[src/rvCtrlPkg.sv]
// ~~~~~~~~~~~~~~~~~~~~~~~~~~~~~~~~~~~~~~~~~~~~~~~~~~~~~~~~~~
// control definitions: FSM states, mux selects, control word
// ~~~~~~~~~~~~~~~~~~~~~~~~~~~~~~~~~~~~~~~~~~~~~~~~~~~~~~~~~~
package rvCtrlPkg;

  typedef enum logic [4:0] {
    fetch,
    decode,
    executeR,
    executeI,
    uncondJump,
    memAdr,
    memRead,
    memWrite,
    memWb,
    aluWb,
    branchEq,
    branchNe,
    branchCmp,
    lui,
    auipc,
    jalrCalc,
    jalrLink
  } fsmStateT;

  typedef enum logic {adrPc, adrResult} adrSrcT; // memory address source

  typedef enum logic [1:0] {srcAPc, srcAOldPc, srcARs1, srcAZero} aluSrcAT;

  typedef enum logic [1:0] {srcBRs2, srcBImm, srcBFour} aluSrcBT;

  typedef enum logic [1:0] {resAluOut, resData, resAluResult} resultSrcT;

  // increment uses the live ALU sum, jump and aluResult the latched one
  typedef enum logic [1:0] {pcIncr, pcJump, pcAluResult} pcSrcT;

  typedef enum logic [1:0] {add, branch, rFunct, iFunct} aluOpT;

  typedef struct packed {
    adrSrcT    adrSrc;
    aluSrcAT   aluSrcA;
    aluSrcBT   aluSrcB;
    resultSrcT resultSrc;
    pcSrcT     pcSrc;
    aluOpT     aluOp;
    logic      irWrite;
    logic      regWrite;
    logic      pcUpdate;
    logic      memWrite;
    logic      branch;   // high in the branch resolve states
  } ctrlWordT;

endpackage

[src/rvIsaPkg.sv]
// ~~~~~~~~~~~~~~~~~~~~~~~~~~~~~~~~~~~~~~~~~~~~~~~~~~~~~~~~~~
// RV32I instruction set definitions: word types, opcodes,
// branch function codes and the decoded instruction fields
// ~~~~~~~~~~~~~~~~~~~~~~~~~~~~~~~~~~~~~~~~~~~~~~~~~~~~~~~~~~
package rvIsaPkg;

  localparam int unsigned XLEN = 32; // data width

  typedef logic [XLEN-1:0] wordT;
  typedef logic [4:0] regAdrT;

  // major opcodes, bits [6:0] of the instruction
  typedef enum logic [6:0] {
    rType      = 7'b0110011,
    iTypeLogic = 7'b0010011,
    iTypeLoad  = 7'b0000011,
    sType      = 7'b0100011,
    bType      = 7'b1100011,
    jType      = 7'b1101111,
    iTypeJalr  = 7'b1100111,
    uTypeLui   = 7'b0110111,
    uTypeAuipc = 7'b0010111
  } opcodeT;

  typedef enum logic [2:0] {
    beq  = 3'b000,
    bne  = 3'b001,
    blt  = 3'b100,
    bge  = 3'b101,
    bltu = 3'b110,
    bgeu = 3'b111
  } branchF3T;

  // member order follows the instruction bit layout, msb first
  typedef struct packed {
    logic [6:0] funct7;
    regAdrT     rs2;
    regAdrT     rs1;
    logic [2:0] funct3;
    regAdrT     rd;
    opcodeT     opcode;
  } instrFieldsT;

endpackage
[src/aluUnit.sv]
// ~~~~~~~~~~~~~~~~~~~~~~~~~~~~~~~~~~~~~~~~~~~~~~~~~~~~~~~~~~
// ALU operation decoder and 32-bit ALU with zero flag
// ~~~~~~~~~~~~~~~~~~~~~~~~~~~~~~~~~~~~~~~~~~~~~~~~~~~~~~~~~~
`timescale 1ns/1ps

module aluUnit (
  input  rvIsaPkg::instrFieldsT fields,
  input  rvCtrlPkg::aluOpT      aluOp,
  input  rvIsaPkg::wordT        a,
  input  rvIsaPkg::wordT        b,
  output rvIsaPkg::wordT        result,
  output logic                  zero
);
  import rvIsaPkg::*;
  import rvCtrlPkg::*;

  typedef enum logic [3:0] {
    fnAdd, fnSub, fnAnd, fnOr, fnXor, fnSll, fnSrl, fnSra, fnSlt, fnSltu
  } aluFnT;

  aluFnT fn;
  logic  invert; // bge and bgeu take the negated compare
  wordT  raw;

  always_comb begin
    fn     = fnAdd;
    invert = 1'b0;
    case (aluOp)
      branch: begin
        case (branchF3T'(fields.funct3))
          beq, bne: fn = fnSub;
          blt:      fn = fnSlt;
          bltu:     fn = fnSltu;
          bge: begin
            fn     = fnSlt;
            invert = 1'b1;
          end
          bgeu: begin
            fn     = fnSltu;
            invert = 1'b1;
          end
          default:  fn = fnSub;
        endcase
      end
      rFunct, iFunct: begin
        case (fields.funct3)
          3'b000: fn = (aluOp == rFunct && fields.funct7[5]) ? fnSub : fnAdd;
          3'b001: fn = fnSll;
          3'b010: fn = fnSlt;
          3'b011: fn = fnSltu;
          3'b100: fn = fnXor;
          3'b101: fn = fields.funct7[5] ? fnSra : fnSrl; // srai keeps bit 30 too
          3'b110: fn = fnOr;
          default: fn = fnAnd;
        endcase
      end
      default: fn = fnAdd;
    endcase
  end

  always_comb begin
    case (fn)
      fnSub:   raw = a - b;
      fnAnd:   raw = a & b;
      fnOr:    raw = a | b;
      fnXor:   raw = a ^ b;
      fnSll:   raw = a << b[4:0];
      fnSrl:   raw = a >> b[4:0];
      fnSra:   raw = wordT'($signed(a) >>> b[4:0]);
      fnSlt:   raw = wordT'($signed(a) < $signed(b));
      fnSltu:  raw = wordT'(a < b);
      default: raw = a + b;
    endcase
  end

  assign result = invert ? wordT'(!raw[0]) : raw;
  assign zero   = (result == '0);

endmodule

[src/controlFsm.sv]
// ~~~~~~~~~~~~~~~~~~~~~~~~~~~~~~~~~~~~~~~~~~~~~~~~~~~~~~~~~~
// Moore control FSM sequencing one RV32I instruction at a time
// ~~~~~~~~~~~~~~~~~~~~~~~~~~~~~~~~~~~~~~~~~~~~~~~~~~~~~~~~~~
`timescale 1ns/1ps

module controlFsm (
  input  logic                  clk,
  input  logic                  reset,
  input  rvIsaPkg::instrFieldsT fields,
  input  logic                  zero,
  input  rvIsaPkg::wordT        aluResult,
  output rvCtrlPkg::ctrlWordT   ctrl,
  output rvCtrlPkg::fsmStateT   state
);
  import rvIsaPkg::*;
  import rvCtrlPkg::*;

  fsmStateT curState;
  fsmStateT nextState;
  logic     branchTaken;

  assign state = curState;

  always_comb begin
    nextState = fetch;
    case (curState)
      fetch: nextState = decode;
      decode: begin
        case (fields.opcode)
          rType:      nextState = executeR;
          iTypeLogic: nextState = executeI;
          iTypeLoad,
          sType:      nextState = memAdr;
          jType:      nextState = uncondJump;
          iTypeJalr:  nextState = jalrCalc;
          uTypeLui:   nextState = lui;
          uTypeAuipc: nextState = auipc;
          bType: begin
            case (branchF3T'(fields.funct3))
              beq:     nextState = branchEq;
              bne:     nextState = branchNe;
              default: nextState = branchCmp;
            endcase
          end
          default:    nextState = fetch; // unknown opcode, skip it
        endcase
      end
      memAdr: begin
        if (fields.opcode == iTypeLoad) nextState = memRead;
        else if (fields.opcode == sType) nextState = memWrite;
        else nextState = fetch;
      end
      memRead:  nextState = memWb;
      jalrCalc: nextState = jalrLink;
      executeR,
      executeI,
      uncondJump,
      lui,
      auipc,
      jalrLink: nextState = aluWb;
      default:  nextState = fetch;  // memWrite, memWb, aluWb and branches
    endcase
  end

  // branch condition from the ALU in the resolve state
  always_comb begin
    case (curState)
      branchEq:  branchTaken = zero;
      branchNe:  branchTaken = !zero;
      branchCmp: branchTaken = (aluResult == wordT'(1));
      default:   branchTaken = 1'b0;
    endcase
  end

  always_comb begin
    ctrl.adrSrc    = adrPc;
    ctrl.aluSrcA   = srcAOldPc;
    ctrl.aluSrcB   = srcBImm;
    ctrl.resultSrc = resAluOut;
    ctrl.pcSrc     = pcIncr;
    ctrl.aluOp     = add;
    ctrl.irWrite   = 1'b0;
    ctrl.regWrite  = 1'b0;
    ctrl.pcUpdate  = 1'b0;
    ctrl.memWrite  = 1'b0;
    ctrl.branch    = 1'b0;
    case (curState)
      fetch: begin
        ctrl.aluSrcA  = srcAPc;   // pc + 4 on the ALU
        ctrl.aluSrcB  = srcBFour;
        ctrl.irWrite  = 1'b1;
        ctrl.pcUpdate = 1'b1;
      end
      executeR: begin
        ctrl.aluSrcA = srcARs1;
        ctrl.aluSrcB = srcBRs2;
        ctrl.aluOp   = rFunct;
      end
      executeI: begin
        ctrl.aluSrcA = srcARs1;
        ctrl.aluOp   = iFunct;
      end
      uncondJump: begin
        ctrl.aluSrcB  = srcBFour; // link value, target already in aluOut
        ctrl.pcSrc    = pcJump;
        ctrl.pcUpdate = 1'b1;
      end
      memAdr:   ctrl.aluSrcA = srcARs1;
      jalrCalc: ctrl.aluSrcA = srcARs1;
      memRead:  ctrl.adrSrc = adrResult;
      memWrite: begin
        ctrl.adrSrc   = adrResult;
        ctrl.memWrite = 1'b1;
      end
      memWb: begin
        ctrl.resultSrc = resData;
        ctrl.regWrite  = 1'b1;
      end
      aluWb: ctrl.regWrite = 1'b1;
      branchEq,
      branchNe,
      branchCmp: begin
        ctrl.aluSrcA  = srcARs1;
        ctrl.aluSrcB  = srcBRs2;
        ctrl.aluOp    = branch;
        ctrl.branch   = 1'b1;
        ctrl.pcSrc    = branchTaken ? pcJump : pcIncr;
        ctrl.pcUpdate = branchTaken;
      end
      lui:   ctrl.aluSrcA = srcAZero; // 0 + upper immediate
      auipc: ctrl.aluSrcA = srcAOldPc;
      jalrLink: begin
        ctrl.aluSrcB  = srcBFour;
        ctrl.pcSrc    = pcAluResult;  // rs1 + imm from jalrCalc
        ctrl.pcUpdate = 1'b1;
      end
      default: ctrl.aluOp = add; // decode computes old pc + imm
    endcase
  end

  always_ff @(posedge clk) begin
    if (reset) begin
      curState <= fetch;
    end else begin
      curState <= nextState;
    end
  end

endmodule

[src/coreDatapath.sv]
// ~~~~~~~~~~~~~~~~~~~~~~~~~~~~~~~~~~~~~~~~~~~~~~~~~~~~~~~~~~
// multicycle datapath: PC, staging registers, immediates, muxes
// ~~~~~~~~~~~~~~~~~~~~~~~~~~~~~~~~~~~~~~~~~~~~~~~~~~~~~~~~~~
`timescale 1ns/1ps

module coreDatapath (
  input  logic                  clk,
  input  logic                  reset,
  input  rvCtrlPkg::ctrlWordT   ctrl,
  input  rvIsaPkg::wordT        memRdata,
  input  rvIsaPkg::wordT        rd1,
  input  rvIsaPkg::wordT        rd2,
  input  rvIsaPkg::wordT        aluResult,
  output rvIsaPkg::instrFieldsT fields,
  output rvIsaPkg::wordT        aluA,
  output rvIsaPkg::wordT        aluB,
  output rvIsaPkg::wordT        result,
  output rvIsaPkg::wordT        memAdr,
  output rvIsaPkg::wordT        memWdata,
  output rvIsaPkg::regAdrT      ra1,
  output rvIsaPkg::regAdrT      ra2,
  output rvIsaPkg::regAdrT      wa
);
  import rvIsaPkg::*;
  import rvCtrlPkg::*;

  wordT pc;
  wordT oldPc;   // address of the instruction in flight
  wordT instr;
  wordT dataReg;
  wordT aluOut;
  wordT immExt;
  wordT pcNext;

  assign fields = instrFieldsT'(instr);
  assign ra1    = fields.rs1;
  assign ra2    = fields.rs2;
  assign wa     = fields.rd;

  // immediate format follows the opcode in the instruction register
  always_comb begin
    case (fields.opcode)
      iTypeLogic, iTypeLoad, iTypeJalr:
        immExt = {{20{instr[31]}}, instr[31:20]};
      sType:
        immExt = {{20{instr[31]}}, instr[31:25], instr[11:7]};
      bType:
        immExt = {{19{instr[31]}}, instr[31], instr[7], instr[30:25], instr[11:8], 1'b0};
      jType:
        immExt = {{11{instr[31]}}, instr[31], instr[19:12], instr[20], instr[30:21], 1'b0};
      uTypeLui, uTypeAuipc:
        immExt = {instr[31:12], 12'b0};
      default:
        immExt = '0;
    endcase
  end

  always_comb begin
    case (ctrl.aluSrcA)
      srcAPc:    aluA = pc;
      srcAOldPc: aluA = oldPc;
      srcARs1:   aluA = rd1;
      default:   aluA = '0;
    endcase
  end

  always_comb begin
    case (ctrl.aluSrcB)
      srcBRs2: aluB = rd2;
      srcBImm: aluB = immExt;
      default: aluB = wordT'(4);
    endcase
  end

  always_comb begin
    case (ctrl.resultSrc)
      resData:      result = dataReg;
      resAluResult: result = aluResult;
      default:      result = aluOut;
    endcase
  end

  always_comb begin
    case (ctrl.pcSrc)
      pcJump:      pcNext = aluOut;                   // branch or jal target
      pcAluResult: pcNext = {aluOut[XLEN-1:1], 1'b0}; // jalr clears bit 0
      default:     pcNext = aluResult;                // pc + 4 from fetch
    endcase
  end

  assign memAdr   = (ctrl.adrSrc == adrPc) ? pc : result;
  assign memWdata = rd2;

  always_ff @(posedge clk) begin
    if (reset) begin
      pc <= '0;
    end else if (ctrl.pcUpdate) begin
      pc <= pcNext;
    end
  end

  always_ff @(posedge clk) begin
    if (ctrl.irWrite) begin
      instr <= memRdata;
      oldPc <= pc;
    end
    dataReg <= memRdata;  // holds the load word after memRead
    aluOut  <= aluResult;
  end

endmodule

[src/coreTop.sv]
// ~~~~~~~~~~~~~~~~~~~~~~~~~~~~~~~~~~~~~~~~~~~~~~~~~~~~~~~~~~
// RV32I multicycle core top, single memory bus for code and data
// ~~~~~~~~~~~~~~~~~~~~~~~~~~~~~~~~~~~~~~~~~~~~~~~~~~~~~~~~~~
`timescale 1ns/1ps

module coreTop (
  input  logic                clk,
  input  logic                reset,
  input  rvIsaPkg::wordT      memRdata,
  output rvIsaPkg::wordT      memAdr,
  output rvIsaPkg::wordT      memWdata,
  output logic                memWrite,
  output rvCtrlPkg::fsmStateT fsmState
);
  import rvIsaPkg::*;
  import rvCtrlPkg::*;

  ctrlWordT    ctrl;
  instrFieldsT fields;
  wordT        rd1;
  wordT        rd2;
  wordT        aluA;
  wordT        aluB;
  wordT        aluResult;
  wordT        result;
  regAdrT      ra1;
  regAdrT      ra2;
  regAdrT      wa;
  logic        zero;

  assign memWrite = ctrl.memWrite;

  controlFsm ctrl0 (
    .clk(clk), .reset(reset), .fields(fields), .zero(zero),
    .aluResult(aluResult), .ctrl(ctrl), .state(fsmState)
  );

  coreDatapath dp0 (
    .clk(clk), .reset(reset), .ctrl(ctrl), .memRdata(memRdata),
    .rd1(rd1), .rd2(rd2), .aluResult(aluResult), .fields(fields),
    .aluA(aluA), .aluB(aluB), .result(result), .memAdr(memAdr),
    .memWdata(memWdata), .ra1(ra1), .ra2(ra2), .wa(wa)
  );

  regFile rf0 (
    .clk(clk), .ra1(ra1), .ra2(ra2), .wa(wa), .we(ctrl.regWrite),
    .wd(result), .rd1(rd1), .rd2(rd2)
  );

  aluUnit alu0 (
    .fields(fields), .aluOp(ctrl.aluOp), .a(aluA), .b(aluB),
    .result(aluResult), .zero(zero)
  );

endmodule

[src/regFile.sv]
// ~~~~~~~~~~~~~~~~~~~~~~~~~~~~~~~~~~~~~~~~~~~~~~~~~~~~~~~~~~
// 32x32 register file, two async reads, one sync write
// ~~~~~~~~~~~~~~~~~~~~~~~~~~~~~~~~~~~~~~~~~~~~~~~~~~~~~~~~~~
`timescale 1ns/1ps

module regFile (
  input  logic             clk,
  input  rvIsaPkg::regAdrT ra1,
  input  rvIsaPkg::regAdrT ra2,
  input  rvIsaPkg::regAdrT wa,
  input  logic             we,
  input  rvIsaPkg::wordT   wd,
  output rvIsaPkg::wordT   rd1,
  output rvIsaPkg::wordT   rd2
);
  import rvIsaPkg::*;

  wordT regs [32];

  // x0 reads as zero whatever the array holds
  assign rd1 = (ra1 == '0) ? '0 : regs[ra1];
  assign rd2 = (ra2 == '0) ? '0 : regs[ra2];

  always_ff @(posedge clk) begin
    if (we && wa != '0) begin
      regs[wa] <= wd;
    end
  end

endmodule

[config.mk]
export PLATFORM = sky130hd
export DESIGN_NAME = coreTop
export DESIGN_NICKNAME = d
export VERILOG_FILES = /design/src/rvCtrlPkg.sv /design/src/rvIsaPkg.sv /design/src/aluUnit.sv /design/src/controlFsm.sv /design/src/coreDatapath.sv /design/src/coreTop.sv /design/src/regFile.sv
export SDC_FILE = /design/constraint.sdc
export NUM_CORES = 2
export LEC_CHECK = 0
export BUFFER_PORTS_ARGS = -buffer_cell sky130_fd_sc_hd__buf_2
export CORE_MARGIN = 10
export CORE_UTILIZATION = 36
export DETAILED_ROUTE_END_ITERATION = 16
export GPL_TIMING_DRIVEN = 0
export SYNTH_ARGS = -nofsm -noshare
export SYNTH_HDL_FRONTEND = slang
export SYNTH_HIERARCHICAL = 1
export SYNTH_SLANG_ARGS = --single-unit
[constraint.sdc]
create_clock -name clk -period 8.25 [get_ports clk]
set_input_delay 0.825 -clock clk [delete_from_list [all_inputs] [get_ports clk]]
set_output_delay 0.825 -clock clk [all_outputs]
set_load 0.03 [all_outputs]
# After elaboration in Yosys (flattened, before gate mapping)
# Memory sizes are Yosys's and may differ from the RTL's. A register that Yosys moved wholly into a read port is not among the register bits.
# Cells that the tools add are included.
# classes
n_addsub,2
order_cmp,2
shifts,3
muxes,38
eq_ne,52
bitwise,3
n_reduce_logical,26
# ops
operator,count
32-bit one-hot mux with 9 select lines,1
32-bit one-hot mux with 2 select lines,3
32-bit one-hot mux with 5 select lines,1
32-bit 2-to-1 mux,4
32-bit one-hot mux with 3 select lines,1
32-bit < comparator,2
"5-bit by 4-bit equality test with 1-bit output, second input constant",8
5-bit one-hot mux with 8 select lines,1
32-bit adder,1
32-bit AND,1
"32-bit by 1-bit equality test with 1-bit output, second input constant",1
32-bit logical NOT,1
32-bit OR,1
32-bit by 5-bit << shifter with 32-bit output,1
32-bit by 5-bit >> shifter with 32-bit output,1
32-bit by 5-bit >>> shifter with 32-bit output,1
32-bit subtractor,1
32-bit XOR,1
5-bit one-hot mux with 6 select lines,1
4-bit one-hot mux with 7 select lines,1
"7-bit by 6-bit equality test with 1-bit output, second input constant",3
"7-bit equality test, second input constant",3
"5-bit by 3-bit equality test with 1-bit output, second input constant",4
2-bit one-hot mux with 3 select lines,3
35 further kinds,80
# totals
wordCells,133
memories,1
out_inout_bits,70
ff_bits,165
inputBits,34
mem_bits_rw,1024
# memory_table
memory,depth,width,rd,rd_ports_with_merged_regs,wr,line_no,text
rf0.regs,32,32,2,2,1,regFile.sv:18,wordT regs [32];

# Depth between registers and ports, before layout
# logic_depth
ltp_word,19
mapped_depth,40
ltp_nobuf,32

# By module
# Netlist, hierarchy kept.
# by_module_without_submodules
module,instances,area_each_um2,cells_each
regFile,1,47904.7,2564
aluUnit,1,10248.6,1503
coreDatapath,1,7272.0,690
controlFsm,1,803.3,126

# Least setup slack after synthesis
# No wires, ideal clock.
# synth_path
path_kind,register -> register
start,"register dp0.instr[20], in the netlist dp0/fields[20]"
end,register dp0.pc[18]
synth_period_minus_slack_ns,8.054
path_buffers,10
setup_slack_ns,0.196
required_ns,8.164
arrival_time_ns,7.968
stages_incl_launch_ff,37
path_cell_list,edfxtp_1 -> buf_4 -> buf_6 -> buf_6 -> buf_2 -> mux4_2 -> a221oi_2 -> a211oi_1 -> nor2_1 -> nor3_1 -> buf_2 -> inv_1 -> clkbuf_1 -> buf_1 -> ha_1 -> buf_6 -> nor2b_1 -> a2111o_1 -> a211oi_1 -> o32ai_2 -> o311ai_1 -> a41o_1 -> o211ai_1 -> xnor2_1 -> or4_1 -> or4_1 -> nor2_1 -> xnor2_1 -> o31ai_1 -> o21bai_1 -> inv_1 -> ha_1 -> clkbuf_1 -> nor2_1 -> clkbuf_1 -> a22oi_1 -> a211oi_1
# synth_lines
item,line_no,text
start: declaration,coreDatapath.sv:29,wordT instr;
start signal: assignment,coreDatapath.sv:104,instr <= memRdata;
end signal: assignment,coreDatapath.sv:98,pc <= pcNext;
end: declaration,coreDatapath.sv:27,wordT pc;

==> flow_summary.toml <==
[yosys]
synth_area_mm2 = 0.06622
synthCells = 4881
ys.warnings.count = 6
avgSynthCellArea_um2 = 13.57

[routing]
vias = 52670
viasPerCell = 6.645
top_layer_used = "met5"
drtPass1Iterations = 8
route.detailed.drc = 0
wl_met2_mm = 139.6
ant_nets = 0
wl_met3_mm = 34.97
drtIter0Drc = 7539
wl_per_cell_um = 38.49
wl_mm = 305.0
wl_met1_mm = 102.5

[clocking]
numClockSinks = 1189
htree_levels = 3
clk_path_buf_depth = 3
clk_pin_slew_ns = 0.07
root_buffer = "clkbuf_16"
tritoncts = "yes"
cts_hold_buf = 0
cts_made_buffers = 115
clkLatencyLatePin_ns = 0.75

[setup_path]
worst_path_max_delay_cell = "edfxtp_1"
arrival_ns = 9.29
startpoint_type = "flip-flop"
cp_common_cell = "buf_12"
cp_data_required_time_ns = 8.91
critPathMaxFanout = 7
rr_endpoint = "dp0/pc[27]$_SDFFE_PP0P_"
slowest_delay_ns = 0.53
r2r_slack_ns = -0.38
r2r_start = "dp0/fields[22]$_DFFE_PP_"
end_kind = "flip-flop"
worst_r2r_path_depth = 36
worstSetupPathType = "reg2reg"

[floorplan]
core_area_mm2 = 0.1831
die_x_um = 448.9
fp.dieArea_mm2 = 0.2015
rows = 157
start_util_pct = 36.17
die_h_um = 448.9
ios = 104

[final_layout]
utilization_pct = 43.89
design_area_mm2 = 0.08035
area_growth_pct = 21.35
layout.nets = 5492
fillCellCount = 16460
final_cell_count_no_fill = 7926
drive_above_1_share_pct = 32.13

[timing]
layout_min_cycle_time_ns = 8.629
setup_viol = 32
slew_headroom_pct = -5.273
rsz0062_at_grt = "true"
fin_ws_ns = -0.3785
hold_viol = 0
max_freq_mhz = 115.9
clock_skew_ns = 0.03273
drv_slew = 20
worst_slew_pin_slew_ns = 1.579
fin_crit_sh_pct = 104.6

[placed_design]
gp_congestion = 0.9789
port_buffers = 103
place_area_mm2 = 0.07216
dp_cells = 7583
dp_hpwl_mm = 223.4

[hold_path]
hold_class = "in2reg"
min_from = "memRdata[30]"
whs_path_depth = 1
hold_end = "dp0/dataReg[30]$_DFF_P_"

[global_routing]
grt_start_max_net_pins = 34
grt_antenna_before_repair = 14
grtUsageTotal_pct = 28.79
grt_pass1_wl_mm = 413.0
grt_pass1_vias = 50910
grt.overflow.total = 0

[run_status]
violations = "capacitance limit, slew limit, setup timing"
run_status = "complete, but fails checks"

[power]
switching_share_pct = 34.69
intPower_mw = 12.40
p_seq_share_pct = 38.6
power_frac_comb_pct = 32.4
powerDensity_mw_per_mm2 = 236.2
clockPowerShare_pct = 29.0
leakagePower_nw = 27.50
power_switching_mw = 6.583
irDropWorstVdd_uv = 200.6

[run]
maxCapViolCount = 2
==> registers in the layout, indices dropped and copies added, names as in the netlist <==
register	flops
ctrl0/state	5
dp0/aluOut	32
dp0/dataReg	32
dp0/fields	32
dp0/oldPc	32
dp0/pc	32
rf0/regs	1024
==> how the worst max path moves through the flow <==
stage / startpoint / to / cells after the start
2_1_floorplan: dp0/fields[20]$_DFFE_PP_ / dp0/pc[18]$_SDFFE_PP0P_ / 36
3_3_place_gp: dp0/fields[20]$_DFFE_PP_ / dp0/pc[22]$_SDFFE_PP0P_ / 36
3_5_place_dp: dp0/fields[20]$_DFFE_PP_ / dp0/pc[19]$_SDFFE_PP0P_ / 37
4_1_cts: dp0/fields[22]$_DFFE_PP_ / dp0/pc[22]$_SDFFE_PP0P_ / 38
5_1_grt: dp0/fields[17]$_DFFE_PP_ / dp0/pc[17]$_SDFFE_PP0P_ / 32
6_report: dp0/fields[22]$_DFFE_PP_ / dp0/pc[27]$_SDFFE_PP0P_ / 36
==> power groups by stage <==
stage          Sequential [mW]  Combinational, mW  Clock [mW]
2_1_floorplan             7.42               3.00           0
3_3_place_gp              7.53               4.95           0
3_5_place_dp              7.43               5.23           0
4_1_cts                   7.31               5.65        5.52
5_1_grt                   7.33               6.30        5.76
6_report                  7.32               6.16        5.50
==> layer usage <==
layer	GRT usage (%)	vias up
li1	-	20620
met1	33.10	26770
met2	45.89	4133
met3	8.078	1140
met4	21.13	10
met5	0.3076	-
==> placed cells by master (no fill, tap or decap), types with 23 or more instances in the layout <==
cell,n
clkbuf_16,129
nand2_1,330
dfxtp_1,101
buf_8,42
clkbuf_4,42
mux2_2,113
mux2i_1,400
o21ai_2,52
a211oi_4,27
buf_6,54
conb_1,33
a221oi_1,46
inv_1,112
o21ai_0,142
ha_1,91
mux4_1,36
a22oi_2,34
o21ai_1,32
clkbuf_1,120
buf_2,156
edfxtp_1,1088
clkbuf_2,39
nand4_1,55
a22oi_1,112
mux4_2,352
a21oi_1,151
nand3_1,37
clkinv_2,23
nor2_4,42
a211oi_2,39
o221ai_1,74
a31oi_1,24
o211ai_1,27
nor2_1,168
nor2b_1,58
nor3_1,42
buf_4,231
buf_12,67
a211oi_1,83
==> worst max-delay path: cells and delay by family (launching register included) <==
kind / cells / cell delay (ns)
adders and majority gates: 2 / 0.61
buffers and inverters: 11 / 1.68
and+or+nand+nor: 7 / 1.85
AOI/OAI and AO/OA: 13 / 3.26
DFF: 1 / 0.53
muxes: 1 / 0.18
xor gates and xnor gates: 2 / 0.35
==> layout make-up <==
cell class | count | area (um^2) | share of cell area (%)
sequential | 1189 | 34690 | 43.18
multi-input combinational | 3154 | 31320 | 38.97
timing repair buffer | 348 | 3530 | 4.393
buffer | 429 | 3356 | 4.176
clock buffer | 144 | 3154 | 3.925
tap | 2464 | 3083 | 3.837
clock inverter | 74 | 757.0 | 0.9420
inverter | 118 | 451.7 | 0.5621
antenna | 6 | 15.01 | 0.01869
==> what timing repair did <==
action                     CTS  global route
setup buffers               86            55
gates cloned                 3             0
gates resized for setup    497           318
pin swaps                   90            94
setup endpoints to repair   60            32
==> per-stage QoR <==
step,setup TNS [ns],worst slack (ns),hold WS [ns],power (mW)
final,-10.37,-0.3785,0.1953,18.98
after global routing,-14.18,-0.5088,0.1960,19.39
after CTS,-10.82,-0.3798,0.1735,18.48
after detailed placement,-229.29,-6.298,0.4761,12.66
after global placement,-298.10,-6.907,0.4772,12.48
after floorplan,0,0.1962,0.4421,10.42
(Power assumes the default switching activity.)
